File: src/pcw_pkg.sv
//********************************************************************
// PCW system control definitions
//********************************************************************
`default_nettype none

package pcw_pkg;

    // RAM address is a bank number above a 16K offset
    localparam int BANK_W   = 4;
    localparam int OFFSET_W = 14;

    // Bus and address types
    typedef logic [15:0]                cpu_addr_t;
    typedef logic [7:0]                 cpu_data_t;
    typedef logic [BANK_W+OFFSET_W-1:0] ram_addr_t;
    typedef logic [BANK_W-1:0]          bank_t;

    // Missed 300 Hz ticks, saturates at 15
    typedef logic [3:0] miss_count_t;

    // I/O port numbers, low address byte
    localparam logic [7:0] PORT_PAGE0      = 8'hF0;
    localparam logic [7:0] PORT_PAGE1      = 8'hF1;
    localparam logic [7:0] PORT_PAGE2      = 8'hF2;
    localparam logic [7:0] PORT_PAGE3      = 8'hF3;
    localparam logic [7:0] PORT_CPC_LOCK   = 8'hF4;
    localparam logic [7:0] PORT_ROLLER     = 8'hF5;
    localparam logic [7:0] PORT_YSCROLL    = 8'hF6;
    localparam logic [7:0] PORT_VIDEO_CTRL = 8'hF7;
    localparam logic [7:0] PORT_SYS_CTRL   = 8'hF8;

    // System control commands, low nibble of an F8 write
    localparam logic [3:0] CMD_DISK_NMI  = 4'd2;
    localparam logic [3:0] CMD_DISK_INT  = 4'd3;
    localparam logic [3:0] CMD_DISK_OFF  = 4'd4;
    localparam logic [3:0] CMD_TC_SET    = 4'd5;
    localparam logic [3:0] CMD_TC_CLR    = 4'd6;
    localparam logic [3:0] CMD_MOTOR_ON  = 4'd9;
    localparam logic [3:0] CMD_MOTOR_OFF = 4'd10;
    localparam logic [3:0] CMD_SPK_ON    = 4'd11;
    localparam logic [3:0] CMD_SPK_OFF   = 4'd12;

    // Power-up register contents, PCW mode banks 0 to 3
    localparam cpu_data_t PAGE0_RESET      = 8'h80;
    localparam cpu_data_t PAGE1_RESET      = 8'h81;
    localparam cpu_data_t PAGE2_RESET      = 8'h82;
    localparam cpu_data_t PAGE3_RESET      = 8'h83;
    localparam cpu_data_t CPC_LOCK_RESET   = 8'hF1;
    localparam cpu_data_t VIDEO_CTRL_RESET = 8'h80;

    // Delay from a timer acknowledge to the clear of the miss count
    localparam int TIMER_CLEAR_CYCLES = 32;
    typedef logic [$clog2(TIMER_CLEAR_CYCLES)-1:0] clear_count_t;

    // Unmapped I/O reads float high
    localparam cpu_data_t IO_READ_DEFAULT = 8'hFF;

endpackage

`default_nettype wire

File: src/pcw_port_regs.sv
//********************************************************************
// I/O port registers F0 to F8
//********************************************************************
`timescale 1ns/1ps
`default_nettype none

module pcw_port_regs (
    input  wire                     clk_sys,
    input  wire                     reset,
    input  wire                     io_wr,
    input  wire pcw_pkg::cpu_addr_t cpu_addr,
    input  wire pcw_pkg::cpu_data_t cpu_dout,
    output pcw_pkg::cpu_data_t      page0,
    output pcw_pkg::cpu_data_t      page1,
    output pcw_pkg::cpu_data_t      page2,
    output pcw_pkg::cpu_data_t      page3,
    output pcw_pkg::cpu_data_t      cpc_lock,
    output pcw_pkg::cpu_data_t      roller_ptr,
    output pcw_pkg::cpu_data_t      yscroll,
    output logic                    inverse,
    output logic                    disable_vid,
    output logic                    disk_to_nmi,
    output logic                    disk_to_int,
    output logic                    int_mode_change,
    output logic                    fdc_tc,
    output logic                    motor,
    output logic                    speaker_enable
);

    // Only bits 7:6 of port F7 have a meaning
    logic [1:0] video_ctrl;

    always_ff @(posedge clk_sys)
    begin
        if (reset)
        begin
            page0           <= pcw_pkg::PAGE0_RESET;
            page1           <= pcw_pkg::PAGE1_RESET;
            page2           <= pcw_pkg::PAGE2_RESET;
            page3           <= pcw_pkg::PAGE3_RESET;
            cpc_lock        <= pcw_pkg::CPC_LOCK_RESET;
            roller_ptr      <= '0;
            yscroll         <= '0;
            video_ctrl      <= pcw_pkg::VIDEO_CTRL_RESET[7:6];
            disk_to_nmi     <= 1'b0;
            disk_to_int     <= 1'b0;
            int_mode_change <= 1'b0;
            fdc_tc          <= 1'b0;
            motor           <= 1'b0;
            speaker_enable  <= 1'b0;
        end
        else
        begin
            // Mode change is a single-cycle pulse
            int_mode_change <= 1'b0;
            if (io_wr)
            begin
                // Only the low address byte selects the port
                case (cpu_addr[7:0])
                    pcw_pkg::PORT_PAGE0:      page0      <= cpu_dout;
                    pcw_pkg::PORT_PAGE1:      page1      <= cpu_dout;
                    pcw_pkg::PORT_PAGE2:      page2      <= cpu_dout;
                    pcw_pkg::PORT_PAGE3:      page3      <= cpu_dout;
                    pcw_pkg::PORT_CPC_LOCK:   cpc_lock   <= cpu_dout;
                    pcw_pkg::PORT_ROLLER:     roller_ptr <= cpu_dout;
                    pcw_pkg::PORT_YSCROLL:    yscroll    <= cpu_dout;
                    pcw_pkg::PORT_VIDEO_CTRL: video_ctrl <= cpu_dout[7:6];
                    pcw_pkg::PORT_SYS_CTRL:
                    begin
                        // Command in the low nibble, other codes are ignored
                        case (cpu_dout[3:0])
                            pcw_pkg::CMD_DISK_NMI:
                            begin
                                // No mode change pulse for NMI routing
                                disk_to_nmi <= 1'b1;
                                disk_to_int <= 1'b0;
                            end
                            pcw_pkg::CMD_DISK_INT:
                            begin
                                disk_to_nmi     <= 1'b0;
                                disk_to_int     <= 1'b1;
                                int_mode_change <= 1'b1;
                            end
                            pcw_pkg::CMD_DISK_OFF:
                            begin
                                disk_to_nmi     <= 1'b0;
                                disk_to_int     <= 1'b0;
                                int_mode_change <= 1'b1;
                            end
                            pcw_pkg::CMD_TC_SET:    fdc_tc         <= 1'b1;
                            pcw_pkg::CMD_TC_CLR:    fdc_tc         <= 1'b0;
                            pcw_pkg::CMD_MOTOR_ON:  motor          <= 1'b1;
                            pcw_pkg::CMD_MOTOR_OFF: motor          <= 1'b0;
                            pcw_pkg::CMD_SPK_ON:    speaker_enable <= 1'b1;
                            pcw_pkg::CMD_SPK_OFF:   speaker_enable <= 1'b0;
                            default: ;
                        endcase
                    end
                    default: ;
                endcase
            end
        end
    end

    // F7 bit 7 inverts video, bit 6 set enables it
    assign inverse     = video_ctrl[1];
    assign disable_vid = ~video_ctrl[0];

endmodule

`default_nettype wire

File: src/pcw_page_mapper.sv
//********************************************************************
// PCW and CPC memory paging
//********************************************************************
`timescale 1ns/1ps
`default_nettype none

module pcw_page_mapper (
    input  wire pcw_pkg::cpu_addr_t cpu_addr,
    input  wire                     mem_wr,
    input  wire pcw_pkg::cpu_data_t page0,
    input  wire pcw_pkg::cpu_data_t page1,
    input  wire pcw_pkg::cpu_data_t page2,
    input  wire pcw_pkg::cpu_data_t page3,
    input  wire pcw_pkg::cpu_data_t cpc_lock,
    output pcw_pkg::ram_addr_t      ram_addr
);

    // 16K slot picked by the top two address bits
    logic [1:0]         slot;
    pcw_pkg::cpu_data_t page_sel;
    // Per-slot read lock, CPC mode only
    logic [3:0]         read_lock;
    pcw_pkg::bank_t     bank;

    assign slot      = cpu_addr[15:14];
    assign read_lock = cpc_lock[7:4];

    always_comb
    begin
        case (slot)
            2'd0:    page_sel = page0;
            2'd1:    page_sel = page1;
            2'd2:    page_sel = page2;
            default: page_sel = page3;
        endcase
    end

    always_comb
    begin
        if (page_sel[7])
            // PCW mode, one bank for reads and writes
            bank = page_sel[3:0];
        else if (mem_wr || read_lock[slot])
            // CPC write bank, also read when the slot is locked
            bank = {1'b0, page_sel[2:0]};
        else
            // CPC read bank
            bank = {1'b0, page_sel[6:4]};
    end

    assign ram_addr = {bank, cpu_addr[pcw_pkg::OFFSET_W-1:0]};

endmodule

`default_nettype wire

File: src/pcw_int_ctrl.sv
//********************************************************************
// Timer and disk interrupt control
//********************************************************************
`timescale 1ns/1ps
`default_nettype none

module pcw_int_ctrl (
    input  wire                  clk_sys,
    input  wire                  reset,
    input  wire                  vid_timer,
    input  wire                  fdc_int,
    input  wire                  iff1,
    input  wire                  timer_ack,
    input  wire                  disk_to_nmi,
    input  wire                  disk_to_int,
    input  wire                  int_mode_change,
    output pcw_pkg::miss_count_t timer_misses,
    output logic                 fdc_status,
    output logic                 nmi_n,
    output logic                 int_n
);

    // Previous input levels for edge detection
    logic timer_d;
    logic fdc_d;
    // Registered 300 Hz tick
    logic timer_tick;
    logic fdc_rise;
    logic fdc_fall;

    // Latched interrupt state
    logic nmi_flag;
    logic nmi_line;
    logic int_line;
    logic timer_line;

    // Delayed clear after a timer acknowledge
    logic                  clear_active;
    pcw_pkg::clear_count_t clear_count;

    assign fdc_rise = fdc_int & ~fdc_d;
    assign fdc_fall = ~fdc_int & fdc_d;

    always_ff @(posedge clk_sys)
    begin
        if (reset)
        begin
            timer_d      <= 1'b0;
            fdc_d        <= 1'b0;
            timer_tick   <= 1'b0;
            fdc_status   <= 1'b0;
            nmi_flag     <= 1'b0;
            nmi_line     <= 1'b0;
            int_line     <= 1'b0;
            timer_line   <= 1'b0;
            timer_misses <= '0;
            clear_active <= 1'b0;
            clear_count  <= '0;
        end
        else
        begin
            timer_d    <= vid_timer;
            fdc_d      <= fdc_int;
            timer_tick <= vid_timer & ~timer_d;

            // FDC status follows the interrupt edges
            if (fdc_rise)
            begin
                fdc_status <= 1'b1;
                if (disk_to_nmi)
                    nmi_flag <= 1'b1;
            end
            else if (fdc_fall)
                fdc_status <= 1'b0;

            // All lines are sampled on the tick
            if (timer_tick)
            begin
                if (timer_misses != '1)
                    timer_misses <= timer_misses + 1'b1;
                timer_line <= iff1;
                nmi_line   <= nmi_flag;
                int_line   <= disk_to_int & fdc_status & iff1;
            end

            // Routing change drops stale disk requests
            if (int_mode_change)
            begin
                if (disk_to_int)
                    nmi_flag <= 1'b0;
                else if (!disk_to_nmi)
                begin
                    nmi_flag <= 1'b0;
                    int_line <= 1'b0;
                end
            end

            // Clear count and timer line at the end of the delay
            if (clear_active)
            begin
                if (clear_count == pcw_pkg::clear_count_t'(pcw_pkg::TIMER_CLEAR_CYCLES - 1))
                begin
                    clear_active <= 1'b0;
                    timer_line   <= 1'b0;
                    timer_misses <= '0;
                end
                else
                    clear_count <= clear_count + 1'b1;
            end
            // A new acknowledge restarts the delay
            if (timer_ack)
            begin
                clear_active <= 1'b1;
                clear_count  <= '0;
            end
        end
    end

    assign nmi_n = ~nmi_line;
    // INT held off while an NMI is outstanding
    assign int_n = nmi_line | ~(int_line | timer_line);

endmodule

`default_nettype wire

File: src/pcw_bus_read_mux.sv
//********************************************************************
// CPU read data select
//********************************************************************
`timescale 1ns/1ps
`default_nettype none

module pcw_bus_read_mux (
    input  wire                      io_rd,
    input  wire pcw_pkg::cpu_addr_t  cpu_addr,
    input  wire pcw_pkg::cpu_data_t  ram_dout,
    input  wire pcw_pkg::miss_count_t timer_misses,
    input  wire                      fdc_status,
    input  wire                      vblank,
    input  wire                      ntsc,
    output pcw_pkg::cpu_data_t       cpu_din,
    output logic                     timer_ack
);

    // Status byte: 0, vblank, FDC, not NTSC, miss count
    pcw_pkg::cpu_data_t status;

    assign status = {1'b0, vblank, fdc_status, ~ntsc, timer_misses};

    // Reading F4 acknowledges the timer
    assign timer_ack = io_rd && (cpu_addr[7:0] == pcw_pkg::PORT_CPC_LOCK);

    always_comb
    begin
        if (io_rd)
        begin
            case (cpu_addr[7:0])
                pcw_pkg::PORT_SYS_CTRL,
                pcw_pkg::PORT_CPC_LOCK: cpu_din = status;
                default:                cpu_din = pcw_pkg::IO_READ_DEFAULT;
            endcase
        end
        else
            cpu_din = ram_dout;
    end

endmodule

`default_nettype wire

File: src/pcw_sys_ctrl.sv
//********************************************************************
// PCW system control top level
//********************************************************************
`timescale 1ns/1ps
`default_nettype none

module pcw_sys_ctrl (
    input  wire                     clk_sys,
    input  wire                     reset,
    input  wire pcw_pkg::cpu_addr_t cpu_addr,
    input  wire pcw_pkg::cpu_data_t cpu_dout,
    input  wire                     io_rd,
    input  wire                     io_wr,
    input  wire                     mem_wr,
    input  wire pcw_pkg::cpu_data_t ram_dout,
    input  wire                     vid_timer,
    input  wire                     fdc_int,
    input  wire                     iff1,
    input  wire                     vblank,
    input  wire                     ntsc,
    output pcw_pkg::cpu_data_t      cpu_din,
    output pcw_pkg::ram_addr_t      ram_addr,
    output logic                    nmi_n,
    output logic                    int_n,
    output logic                    fdc_tc,
    output logic                    motor,
    output logic                    speaker_enable,
    output pcw_pkg::cpu_data_t      roller_ptr,
    output pcw_pkg::cpu_data_t      yscroll,
    output logic                    inverse,
    output logic                    disable_vid
);

    // Page map registers
    pcw_pkg::cpu_data_t page0;
    pcw_pkg::cpu_data_t page1;
    pcw_pkg::cpu_data_t page2;
    pcw_pkg::cpu_data_t page3;
    pcw_pkg::cpu_data_t cpc_lock;

    // Disk routing from the command port
    logic disk_to_nmi;
    logic disk_to_int;
    logic int_mode_change;

    // Status path between interrupt block and read mux
    pcw_pkg::miss_count_t timer_misses;
    logic                 fdc_status;
    logic                 timer_ack;

    pcw_port_regs u_port_regs (
        .clk_sys         (clk_sys),
        .reset           (reset),
        .io_wr           (io_wr),
        .cpu_addr        (cpu_addr),
        .cpu_dout        (cpu_dout),
        .page0           (page0),
        .page1           (page1),
        .page2           (page2),
        .page3           (page3),
        .cpc_lock        (cpc_lock),
        .roller_ptr      (roller_ptr),
        .yscroll         (yscroll),
        .inverse         (inverse),
        .disable_vid     (disable_vid),
        .disk_to_nmi     (disk_to_nmi),
        .disk_to_int     (disk_to_int),
        .int_mode_change (int_mode_change),
        .fdc_tc          (fdc_tc),
        .motor           (motor),
        .speaker_enable  (speaker_enable)
    );

    pcw_page_mapper u_page_mapper (
        .cpu_addr (cpu_addr),
        .mem_wr   (mem_wr),
        .page0    (page0),
        .page1    (page1),
        .page2    (page2),
        .page3    (page3),
        .cpc_lock (cpc_lock),
        .ram_addr (ram_addr)
    );

    pcw_int_ctrl u_int_ctrl (
        .clk_sys         (clk_sys),
        .reset           (reset),
        .vid_timer       (vid_timer),
        .fdc_int         (fdc_int),
        .iff1            (iff1),
        .timer_ack       (timer_ack),
        .disk_to_nmi     (disk_to_nmi),
        .disk_to_int     (disk_to_int),
        .int_mode_change (int_mode_change),
        .timer_misses    (timer_misses),
        .fdc_status      (fdc_status),
        .nmi_n           (nmi_n),
        .int_n           (int_n)
    );

    pcw_bus_read_mux u_read_mux (
        .io_rd        (io_rd),
        .cpu_addr     (cpu_addr),
        .ram_dout     (ram_dout),
        .timer_misses (timer_misses),
        .fdc_status   (fdc_status),
        .vblank       (vblank),
        .ntsc         (ntsc),
        .cpu_din      (cpu_din),
        .timer_ack    (timer_ack)
    );

endmodule

`default_nettype wire

File: config.mk
export PLATFORM = sky130hd
export DESIGN_NAME = pcw_sys_ctrl
export DESIGN_NICKNAME = d
export VERILOG_FILES = /design/src/pcw_pkg.sv /design/src/pcw_port_regs.sv /design/src/pcw_page_mapper.sv /design/src/pcw_int_ctrl.sv /design/src/pcw_bus_read_mux.sv /design/src/pcw_sys_ctrl.sv
export SDC_FILE = /design/constraint.sdc
export NUM_CORES = 1
export LEC_CHECK = 0
export BUFFER_PORTS_ARGS = -buffer_cell sky130_fd_sc_hd__buf_2
export CORE_ASPECT_RATIO = 1.2
export CORE_MARGIN = 8
export CORE_UTILIZATION = 54
export DETAILED_ROUTE_END_ITERATION = 12
export PLACE_DENSITY = 0.91
export SYNTH_ARGS = -nofsm -noshare
export SYNTH_HDL_FRONTEND = slang
export SYNTH_HIERARCHICAL = 1
export SYNTH_SLANG_ARGS = --single-unit
File: constraint.sdc
create_clock -name clk_sys -period 2.15 [get_ports clk_sys]
set_clock_uncertainty 0.2 [all_clocks]
set_input_delay 0.215 -clock clk_sys [delete_from_list [all_inputs] [get_ports clk_sys]]
set_output_delay 0.215 -clock clk_sys [all_outputs]
set_load 0.03 [all_outputs]
==> impl_metrics.env, run 1 <==
export IMPL_status="finished, violations left"
export IMPL_violations="negative setup slack"
export IMPL_drtAntennaViolNets=0
export IMPL_num_nets_final=494
export IMPL_grt_overflow=0
export IMPL_grt_max_degree=32
export IMPL_crit_fanout=3
export IMPL_synthesis_area_sq_um=3750
export IMPL_required_ns=1.74
export IMPL_die_area_sq_um=9880
export IMPL_final_cell_mix="dfxtp_1, buf_2, nor2_1"
export IMPL_cts_max_path_buffers=2
export IMPL_reg2reg_to="u_int_ctrl/clear_count[3]$_SDFFE_PP0P_"
export IMPL_drt_first_iter_violations=180
export IMPL_reg2reg_slack_ns=0.26
export IMPL_end_kind="output pin"
export IMPL_grt_pass1_wl_mm=16.1
export IMPL_power_density_nw_per_um2=653
export IMPL_finalCriticalPeriod_ns=2.32
export IMPL_ios=91
export IMPL_first_global_vias=3303
export IMPL_die_w_um=92.1
export IMPL_viasPerCell=5.69
export IMPL_utilization_pct=63.8
export IMPL_placed_cells=519
export IMPL_max_stage_delay_ns=0.51
export IMPL_slew_headroom_pct=67.6
export IMPL_filler_cell_count=551
export IMPL_syn_inst=386
export IMPL_antennaDiodeCount=0
export IMPL_core_sq_um=6770
export IMPL_clk_latency_ns=0.35
export IMPL_layout_drive_gt1_share_pct=26.9
export IMPL_crit_slowest_cell="mux4_2"
export IMPL_grtUsageTotal_pct=20.3
export IMPL_antenna_found_initial=0
export IMPL_synth_net_count=432
export IMPL_drt_pass1_iterations=5
export IMPL_hp_class="input port to flop"
export IMPL_hpwl_mm=6.66
export IMPL_setup_viol=3
export IMPL_max_freq_mhz=431
export IMPL_ir_drop_mv=0.607
export IMPL_area_growth_syn_to_layout_pct=15.3
export IMPL_cp_endpoint="ram_addr[16]"
export IMPL_avgSynthCellArea_sq_um=9.71
export IMPL_rr_worst_depth=6
export IMPL_p_total_mw=2.82
export IMPL_fin_ws_ns=-0.169
export IMPL_finalHoldViolCount=0
export IMPL_final_common_cell="dfxtp_1"
export IMPL_clock_sinks=78
export IMPL_fp_row_count=33
export IMPL_finalNonFillerCells=540
export IMPL_place_ws_ns=0.143
export IMPL_start_util_pct=55.4
export IMPL_die_height_um=107
export IMPL_wirelength_mm=9.86
export IMPL_placement_io_buffers=78
export IMPL_r2r_start="u_int_ctrl/clear_count[0]$_SDFFE_PP0P_"
export IMPL_gp_congestion=0.812
export IMPL_slew_viol_final=0
export IMPL_cts_tree="yes"
export IMPL_ys_warnings_count=6
export IMPL_path_cells="mux4_2 -> a21oi_4 -> mux2_4 -> buf_6"
export IMPL_grt_setup_unrepaired="yes"
export IMPL_min_period_over_period_pct=108
export IMPL_worstSetupPathType="flop to output pin"
export IMPL_cp_arrival_ns=1.90
export IMPL_crit_start="u_port_regs/page3[7]$_SDFFE_PP1P_"
export IMPL_htree_levels=3
export IMPL_critPathLaunchType="flop"
export IMPL_routedWlPerCell_um=18.3
export IMPL_clk_pin_slew_ns=0.09
export IMPL_cts_made_buffers=9
export IMPL_cts_root_buf="clkbuf_8"
export IMPL_cap_violations=0
export IMPL_worstMarginPinSlew_ns=0.486
export IMPL_drc=0
export IMPL_p_leak_nw=1.83
export IMPL_vias=3072
through the flow:
stage,cell area [sq um],hold WS (ns),setup TNS (ns)
2_1_floorplan,3750,0.133,0
3_3_place_gp,4050,0.177,0
3_5_place_dp,4050,0.196,0
4_1_cts,4310,0.00235,-0.445
5_1_grt,4320,0.0118,-0.629
6_report,4320,0.00990,-0.495
area by class of cell:
cell class                 count  area [sq um]  area share, %
clock buffer                  10           128           2.95
clock inverter                 6          70.1           1.62
inverter                      18          70.1           1.62
multi-input combinational    250          1870           43.2
sequential                    78          1560           36.2
tap                           87           109           2.52
timing repair buffer          91           517           12.0
layer usage:
metal / up-vias / track usage [%] / wire length (um)
li1: 1457 / - / -
met1: 1459 / 19.9 / 3670
met2: 129 / 36.7 / 5170
met3: 27 / 7.12 / 757
met4: 0 / 10.6 / 269
met5: - / 0 / 0
sequential cells by signal, summed over array words and instances (netlist names), 2 cells and up:
register / flops
u_int_ctrl/timer_misses: 4
u_port_regs/video_ctrl: 2
u_port_regs/cpc_lock: 4
u_int_ctrl/clear_count: 5
u_port_regs/page2: 8
u_port_regs/page0: 8
u_port_regs/yscroll: 8
u_port_regs/page1: 8
u_port_regs/page3: 8
u_port_regs/roller_ptr: 8
worst min-delay path by stage:
stage               depth (start not counted)  slack [ns]                           from                                end
global placement                            1        0.18  u_int_ctrl/timer_d$_SDFF_PP0_   u_int_ctrl/timer_tick$_SDFF_PP0_
global route                                3        0.01                    cpu_dout[4]  u_port_regs/page0[4]$_SDFFE_PP0P_
floorplan                                   1        0.13                    cpu_dout[7]  u_port_regs/page2[7]$_SDFFE_PP1P_
finish                                      3        0.01                    cpu_dout[4]  u_port_regs/page0[4]$_SDFFE_PP0P_
CTS                                         3       0.002                    cpu_dout[4]  u_port_regs/page0[4]$_SDFFE_PP0P_
detailed placement                          1        0.20  u_int_ctrl/timer_d$_SDFF_PP0_   u_int_ctrl/timer_tick$_SDFF_PP0_
what timing repair did:
action,4_1_cts,5_1_grt
endpoints found under the setup margin,3,3
buffers inserted,1,0
hold endpoints to repair,4,1
hold buffers,3,1
gates resized for setup,10,0
worst max-delay path: cells and delay by family, from the launching register on:
kind | cells | cell delay (ns)
multiplexers | 2 | 0.85
flip-flops | 1 | 0.33
AO/OA/AOI/OAI | 1 | 0.23
buffers and inverters | 1 | 0.14
power breakdown:
part	switching, mW	internal, mW	leakage (nW)	total, mW
Combinational	0.163	0.0899	1.11	0.253
Clock	0.564	0.545	0.0895	1.11
Sequential	0.00917	1.45	0.629	1.46
Note: power is estimated with default switching activity, not from simulation.
==> inputs of run 2 (changes only) <==
CORE_UTILIZATION = 53   (was 54)
SYNTH_HIERARCHICAL = unset   (was 1)
==> impl_metrics.env, run 2 <==
export IMPL_worstMarginPinSlew_ns=0.421
export IMPL_num_nets_final=485
export IMPL_finalNonFillerCells=531
export IMPL_reg2reg_slack_ns=0.33
export IMPL_die_w_um=91.5
export IMPL_clk_pin_slew_ns=0.09
export IMPL_status="finished, violations left"
export IMPL_multi_input_area_sq_um=1830
export IMPL_synth_most_common_cell="dfxtp_1"
export IMPL_ys_ff_latch=78
export IMPL_r2r_start="u_int_ctrl.clear_count[0]$_SDFFE_PP0P_"
export IMPL_placedInstanceArea_sq_um=4010
export IMPL_cts_tree="yes"
export IMPL_crit_fanout=3
export IMPL_routedWlPerCell_um=16.6
export IMPL_fin_ws_ns=-0.268
export IMPL_cts_setup_buffers=0
export IMPL_antenna_found_initial=0
export IMPL_syn_inst=374
export IMPL_p_int_mw=2.09
export IMPL_ir_drop_mv=0.746
export IMPL_setup_viol=3
export IMPL_layout_drive_gt1_share_pct=27.5
export IMPL_end_kind="output pin"
export IMPL_cap_violations=0
export IMPL_area_growth_syn_to_layout_pct=18.3
export IMPL_critPathLaunchType="flop"
export IMPL_violations="negative setup slack"
export IMPL_antennaDiodeCount=0
export IMPL_yosysTopAreaCellShare_pct=43.1
export IMPL_grtUsageTotal_pct=18.3
export IMPL_hpwl_mm=6.41
export IMPL_worstSetupPathType="flop to output pin"
export IMPL_cp_arrival_ns=2.00
export IMPL_crit_start="u_port_regs.page2[7]$_SDFFE_PP1P_"
export IMPL_reg2reg_to="u_int_ctrl.clear_count[3]$_SDFFE_PP0P_"
export IMPL_gp_congestion=0.829
export IMPL_final_cell_mix="dfxtp_1, buf_2, nor2_1"
export IMPL_async_reset_ff_share_pct=0
export IMPL_drc=0
export IMPL_drt_pass1_iterations=4
export IMPL_final_common_cell="dfxtp_1"
export IMPL_die_area_sq_um=9750
export IMPL_max_freq_mhz=414
export IMPL_filler_cell_count=570
export IMPL_fp_row_count=33
export IMPL_grt_overflow=0
export IMPL_p_leak_nw=1.79
export IMPL_placed_cells=511
export IMPL_avgSynthCellArea_sq_um=9.69
export IMPL_die_height_um=107
export IMPL_synth_edf_count=0
export IMPL_slew_viol_final=0
export IMPL_netlist_cell_type_count=49
export IMPL_register_area_sq_um=1560
export IMPL_finalCriticalPeriod_ns=2.42
export IMPL_htree_levels=3
export IMPL_pwr_share_seq_pct=51.7
export IMPL_cts_max_path_buffers=2
export IMPL_core_sq_um=6730
export IMPL_clock_sinks=78
export IMPL_synthesis_area_sq_um=3620
export IMPL_grt_setup_unrepaired="yes"
export IMPL_drt_first_iter_violations=178
export IMPL_pwr_share_comb_pct=9.1
export IMPL_p_switching_mw=0.736
export IMPL_drtAntennaViolNets=0
export IMPL_yosysSeqAreaShare_pct=43.1
export IMPL_finalHoldViolCount=0
export IMPL_power_density_nw_per_um2=659
export IMPL_vias=2972
export IMPL_synth_net_count=420
export IMPL_first_global_vias=3044
export IMPL_synthFlopType="dfxtp_1"
export IMPL_yosys_area_top_type="dfxtp_1"
export IMPL_viasPerCell=5.60
export IMPL_ys_warnings_count=0
export IMPL_min_period_over_period_pct=112
export IMPL_synthTopCellsByArea="dfxtp_1, mux2i_1, nor2_1"
export IMPL_hp_class="input port to flop"
export IMPL_placement_io_buffers=78
export IMPL_rr_worst_depth=8
export IMPL_clkPwrFrac_pct=39.2
export IMPL_cts_made_buffers=9
export IMPL_slew_headroom_pct=71.9
export IMPL_wirelength_mm=8.82
export IMPL_swShare_pct=26.1
export IMPL_grt_pass1_wl_mm=14.6
export IMPL_synth_common_cells="dfxtp_1, nor2_1, mux2i_1"
export IMPL_ios=91
export IMPL_cts_root_buf="clkbuf_8"
export IMPL_required_ns=1.74
export IMPL_cp_endpoint="ram_addr[16]"
export IMPL_clk_latency_ns=0.35
export IMPL_grt_max_degree=73
export IMPL_start_util_pct=53.8
export IMPL_final_area_sq_um=4290
-- run 2: cells by family after synthesis --
group | share of synthesized area (%)
AO/OA/AOI/OAI | 7.88
XOR/XNOR | 1.45
adder cells (fa/ha/maj) | 1.38
buffers and inverters | 7.05
flip-flops | 43.1
multiplexers | 19.6
AND/OR/NAND/NOR | 19.6
-- run 2: critical path: stages (launching register included) --
cell and delay (ns):
dfxtp_2 0.33, mux4_2 0.51, nor3_4 0.32, mux2_4 0.34, buf_6 0.14
-- run 2: through the flow --
stage	worst slack, ns	utilization (%)	total power [mW]	TNS [ns]	hold WS (ns)
2_1_floorplan	0.136	-	1.68	0	0.0941
3_3_place_gp	-0.0268	59.6	1.73	-0.0724	0.177
3_5_place_dp	-0.114	59.6	1.74	-0.335	0.201
4_1_cts	-0.292	63.7	2.84	-0.875	0.0225
5_1_grt	-0.311	63.7	2.94	-0.925	0.0291
6_report	-0.268	63.7	2.82	-0.801	0.0269
-- run 2: routing by layer --
layer | vias up | GRT usage, % | part of all wire, %
li1 | 1440 | - | -
met1 | 1431 | 19.3 | 40
met2 | 86 | 32.9 | 52
met3 | 15 | 6.34 | 6.6
met4 | 0 | 6.45 | 1.6
met5 | - | 0 | 0
-- run 2: power groups by stage --
stage | combinational, mW | clock, mW | sequential (mW)
5_1_grt | 0.278 | 1.20 | 1.46
4_1_cts | 0.259 | 1.12 | 1.46
3_3_place_gp | 0.241 | 0 | 1.49
6_report | 0.258 | 1.11 | 1.46
2_1_floorplan | 0.187 | 0 | 1.49
3_5_place_dp | 0.247 | 0 | 1.49
-- run 2: timing repair --
item                                   in CTS  in global routing
pin swaps                                   1                  1
endpoints found under the hold margin       3                  0
hold buffers                                4                  0
gates cloned                                0                  0
gates resized for setup                    12                  1
setup endpoints to repair                   3                  3
-- run 2: cell type report --
class                      instances  share of cell area, %
clock buffer                      10                   2.98
clock inverter                     6                   1.66
inverter                          12                   1.05
multi-input combinational        246                   42.7
sequential                        78                   36.5
tap                               87                   2.54
timing repair buffer              92                   12.5
-- run 2: worst min path at each step --
stage	startpoint	end	slack (ns)	cells after the start
after floorplan	reset	u_int_ctrl.timer_d$_SDFF_PP0_	0.09	1
after global placement	u_int_ctrl.timer_d$_SDFF_PP0_	u_int_ctrl.timer_tick$_SDFF_PP0_	0.18	1
after detailed placement	u_int_ctrl.timer_d$_SDFF_PP0_	u_int_ctrl.timer_tick$_SDFF_PP0_	0.20	1
final	cpu_dout[6]	u_port_regs.roller_ptr[6]$_SDFFE_PP0P_	0.03	3
after global routing	cpu_dout[4]	u_port_regs.yscroll[4]$_SDFFE_PP0P_	0.03	3
after CTS	cpu_dout[6]	u_port_regs.roller_ptr[6]$_SDFFE_PP0P_	0.02	3
==> inputs of run 3 (changes only) <==
CORE_MARGIN = 1.5   (was 8)
==> impl_metrics.env, run 3 (same netlist as run 2, synthesis figures left out) <==
export IMPL_final_common_cell="dfxtp_1"
export IMPL_slew_viol_final=0
export IMPL_drt_first_iter_violations=188
export IMPL_fp_row_count=32
export IMPL_cts_tree="yes"
export IMPL_cap_violations=0
export IMPL_routedWlPerCell_um=15.8
export IMPL_fin_ws_ns=-0.237
export IMPL_grtUsageTotal_pct=24.1
export IMPL_hp_class="input port to flop"
export IMPL_setup_viol=3
export IMPL_drt_pass1_iterations=4
export IMPL_power_density_nw_per_um2=671
export IMPL_cts_made_buffers=9
export IMPL_worstMarginPinSlew_ns=0.390
export IMPL_slew_headroom_pct=74.0
export IMPL_end_kind="output pin"
export IMPL_die_height_um=93.6
export IMPL_first_global_vias=2996
export IMPL_clk_latency_ns=0.36
export IMPL_min_path_cells=3
export IMPL_violations="negative setup slack"
export IMPL_core_sq_um=6530
export IMPL_wirelength_mm=8.40
export IMPL_final_cell_mix="dfxtp_1, buf_2, nor2_1"
export IMPL_viasPerCell=5.68
export IMPL_critPathLaunchType="flop"
export IMPL_required_ns=1.74
export IMPL_cts_root_buf="clkbuf_8"
export IMPL_layout_drive_gt1_share_pct=28.0
export IMPL_grt_pass1_wl_mm=13.8
export IMPL_finalHoldViolCount=0
export IMPL_worstSetupPathType="flop to output pin"
export IMPL_worstPathBufferInverterCount=1
export IMPL_cts_max_path_buffers=2
export IMPL_antenna_found_initial=0
export IMPL_crit_fanout=3
export IMPL_antennaDiodeCount=0
export IMPL_utilization_pct=66.3
export IMPL_max_freq_mhz=419
export IMPL_grt_max_degree=65
export IMPL_crit_slowest_cell="mux4_2"
export IMPL_worstHoldEndpoint="u_port_regs.roller_ptr[5]$_SDFFE_PP0P_"
export IMPL_vias=3020
export IMPL_num_nets_final=489
export IMPL_p_leak_nw=1.83
export IMPL_area_growth_syn_to_layout_pct=19.5
export IMPL_status="finished, violations left"
export IMPL_ios=91
export IMPL_holdCritStartpoint="cpu_dout[5]"
export IMPL_r2r_start="u_int_ctrl.clear_count[0]$_SDFFE_PP0P_"
export IMPL_grt_setup_unrepaired="yes"
export IMPL_clk_pin_slew_ns=0.08
export IMPL_ir_drop_mv=0.527
export IMPL_reg2reg_to="u_int_ctrl.clear_count[3]$_SDFFE_PP0P_"
export IMPL_max_stage_delay_ns=0.50
export IMPL_hpwl_mm=6.04
export IMPL_die_area_sq_um=7340
export IMPL_clock_sinks=78
export IMPL_drtAntennaViolNets=0
export IMPL_gp_congestion=0.809
export IMPL_rr_worst_depth=8
export IMPL_cp_arrival_ns=1.97
export IMPL_start_util_pct=55.5
export IMPL_filler_cell_count=491
export IMPL_htree_levels=3
export IMPL_reg2reg_slack_ns=0.29
export IMPL_path_cells="mux4_2 -> nor3_4 -> mux2_4 -> buf_6"
export IMPL_die_w_um=78.5
export IMPL_grt_overflow=0
export IMPL_crit_family="multiplexers"
export IMPL_tns_ns=-0.702
export IMPL_min_period_over_period_pct=111
export IMPL_placement_io_buffers=78
export IMPL_drc=0
export IMPL_finalCriticalPeriod_ns=2.39
## run 3: changes by cell type in the layout (fill, tap and decap cells not counted)
cell and change:
buf_4 +3, clkinvlp_4 -2, inv_6 -1, clkbuf_1 -1, bufinv_16 +1, clkinv_2 +2
dlygate4sd3_1 +1
## run 3: final cells by class
cell class / instances / area, sq um / share of cell area [%]
Sequential cell: 78 / 1560 / 36.1
Timing Repair Buffer: 96 / 569 / 13.2
Clock inverter: 6 / 87.6 / 2.02
Inverter: 12 / 45.0 / 1.04
Clock buffer: 9 / 124 / 2.86
Multi-Input combinational cell: 246 / 1830 / 42.3
Tap cell: 85 / 106 / 2.46
## run 3: power breakdown
part	internal [mW]	switching (mW)	total, mW
Combinational	0.0935	0.165	0.258
Sequential	1.45	0.00894	1.46
Clock	0.647	0.537	1.18
## run 3: stage by stage
step | worst slack (ns) | std cells | total power [mW] | cell area [sq um] | hold slack [ns]
floorplan | 0.136 | 374 | 1.68 | 3620 | 0.0941
global placement | -0.0247 | 510 | 1.73 | 4020 | 0.179
detailed placement | -0.0723 | 510 | 1.74 | 4020 | 0.227
CTS | -0.246 | 532 | 2.91 | 4330 | 0.0301
global route | -0.287 | 532 | 3.00 | 4330 | 0.0409
finish | -0.237 | 532 | 2.90 | 4330 | 0.0243
## run 3: layer usage
metal  vias to the layer above  part of all wire, %  GRT usage (%)
li1                       1450                    -              -
met1                      1450                   40           26.6
met2                        99                   52           43.8
met3                        21                  5.3           5.07
met4                         0                  2.2           11.2
met5                         -                    0              0
## run 3: how the worst max path moves through the flow
stage                                           start  cells after the start      endpoint
floorplan                                cpu_addr[14]                      4  ram_addr[14]
finish              u_port_regs.page2[7]$_SDFFE_PP1P_                      4  ram_addr[15]
CTS                 u_port_regs.page2[7]$_SDFFE_PP1P_                      4  ram_addr[15]
global route        u_port_regs.page2[7]$_SDFFE_PP1P_                      4  ram_addr[15]
global placement                         cpu_addr[14]                      5  ram_addr[15]
detailed placement                       cpu_addr[14]                      5  ram_addr[15]
## run 3: tightest hold or removal path, stage by stage
cell and delay, ns:
buf_2 0.16, mux2i_1 0.09, nor2_1 0.07
## run 3: timing repair
| action | 4_1_cts | 5_1_grt |
|---|---|---|
| setup buffers | 2 | 0 |
| hold endpoints to repair | 5 | 0 |
| cloned | 0 | 0 |
| gates resized for setup | 12 | 1 |
| pin swaps | 1 | 1 |
| endpoints found under the setup margin | 3 | 3 |
| hold buffers | 5 | 0 |
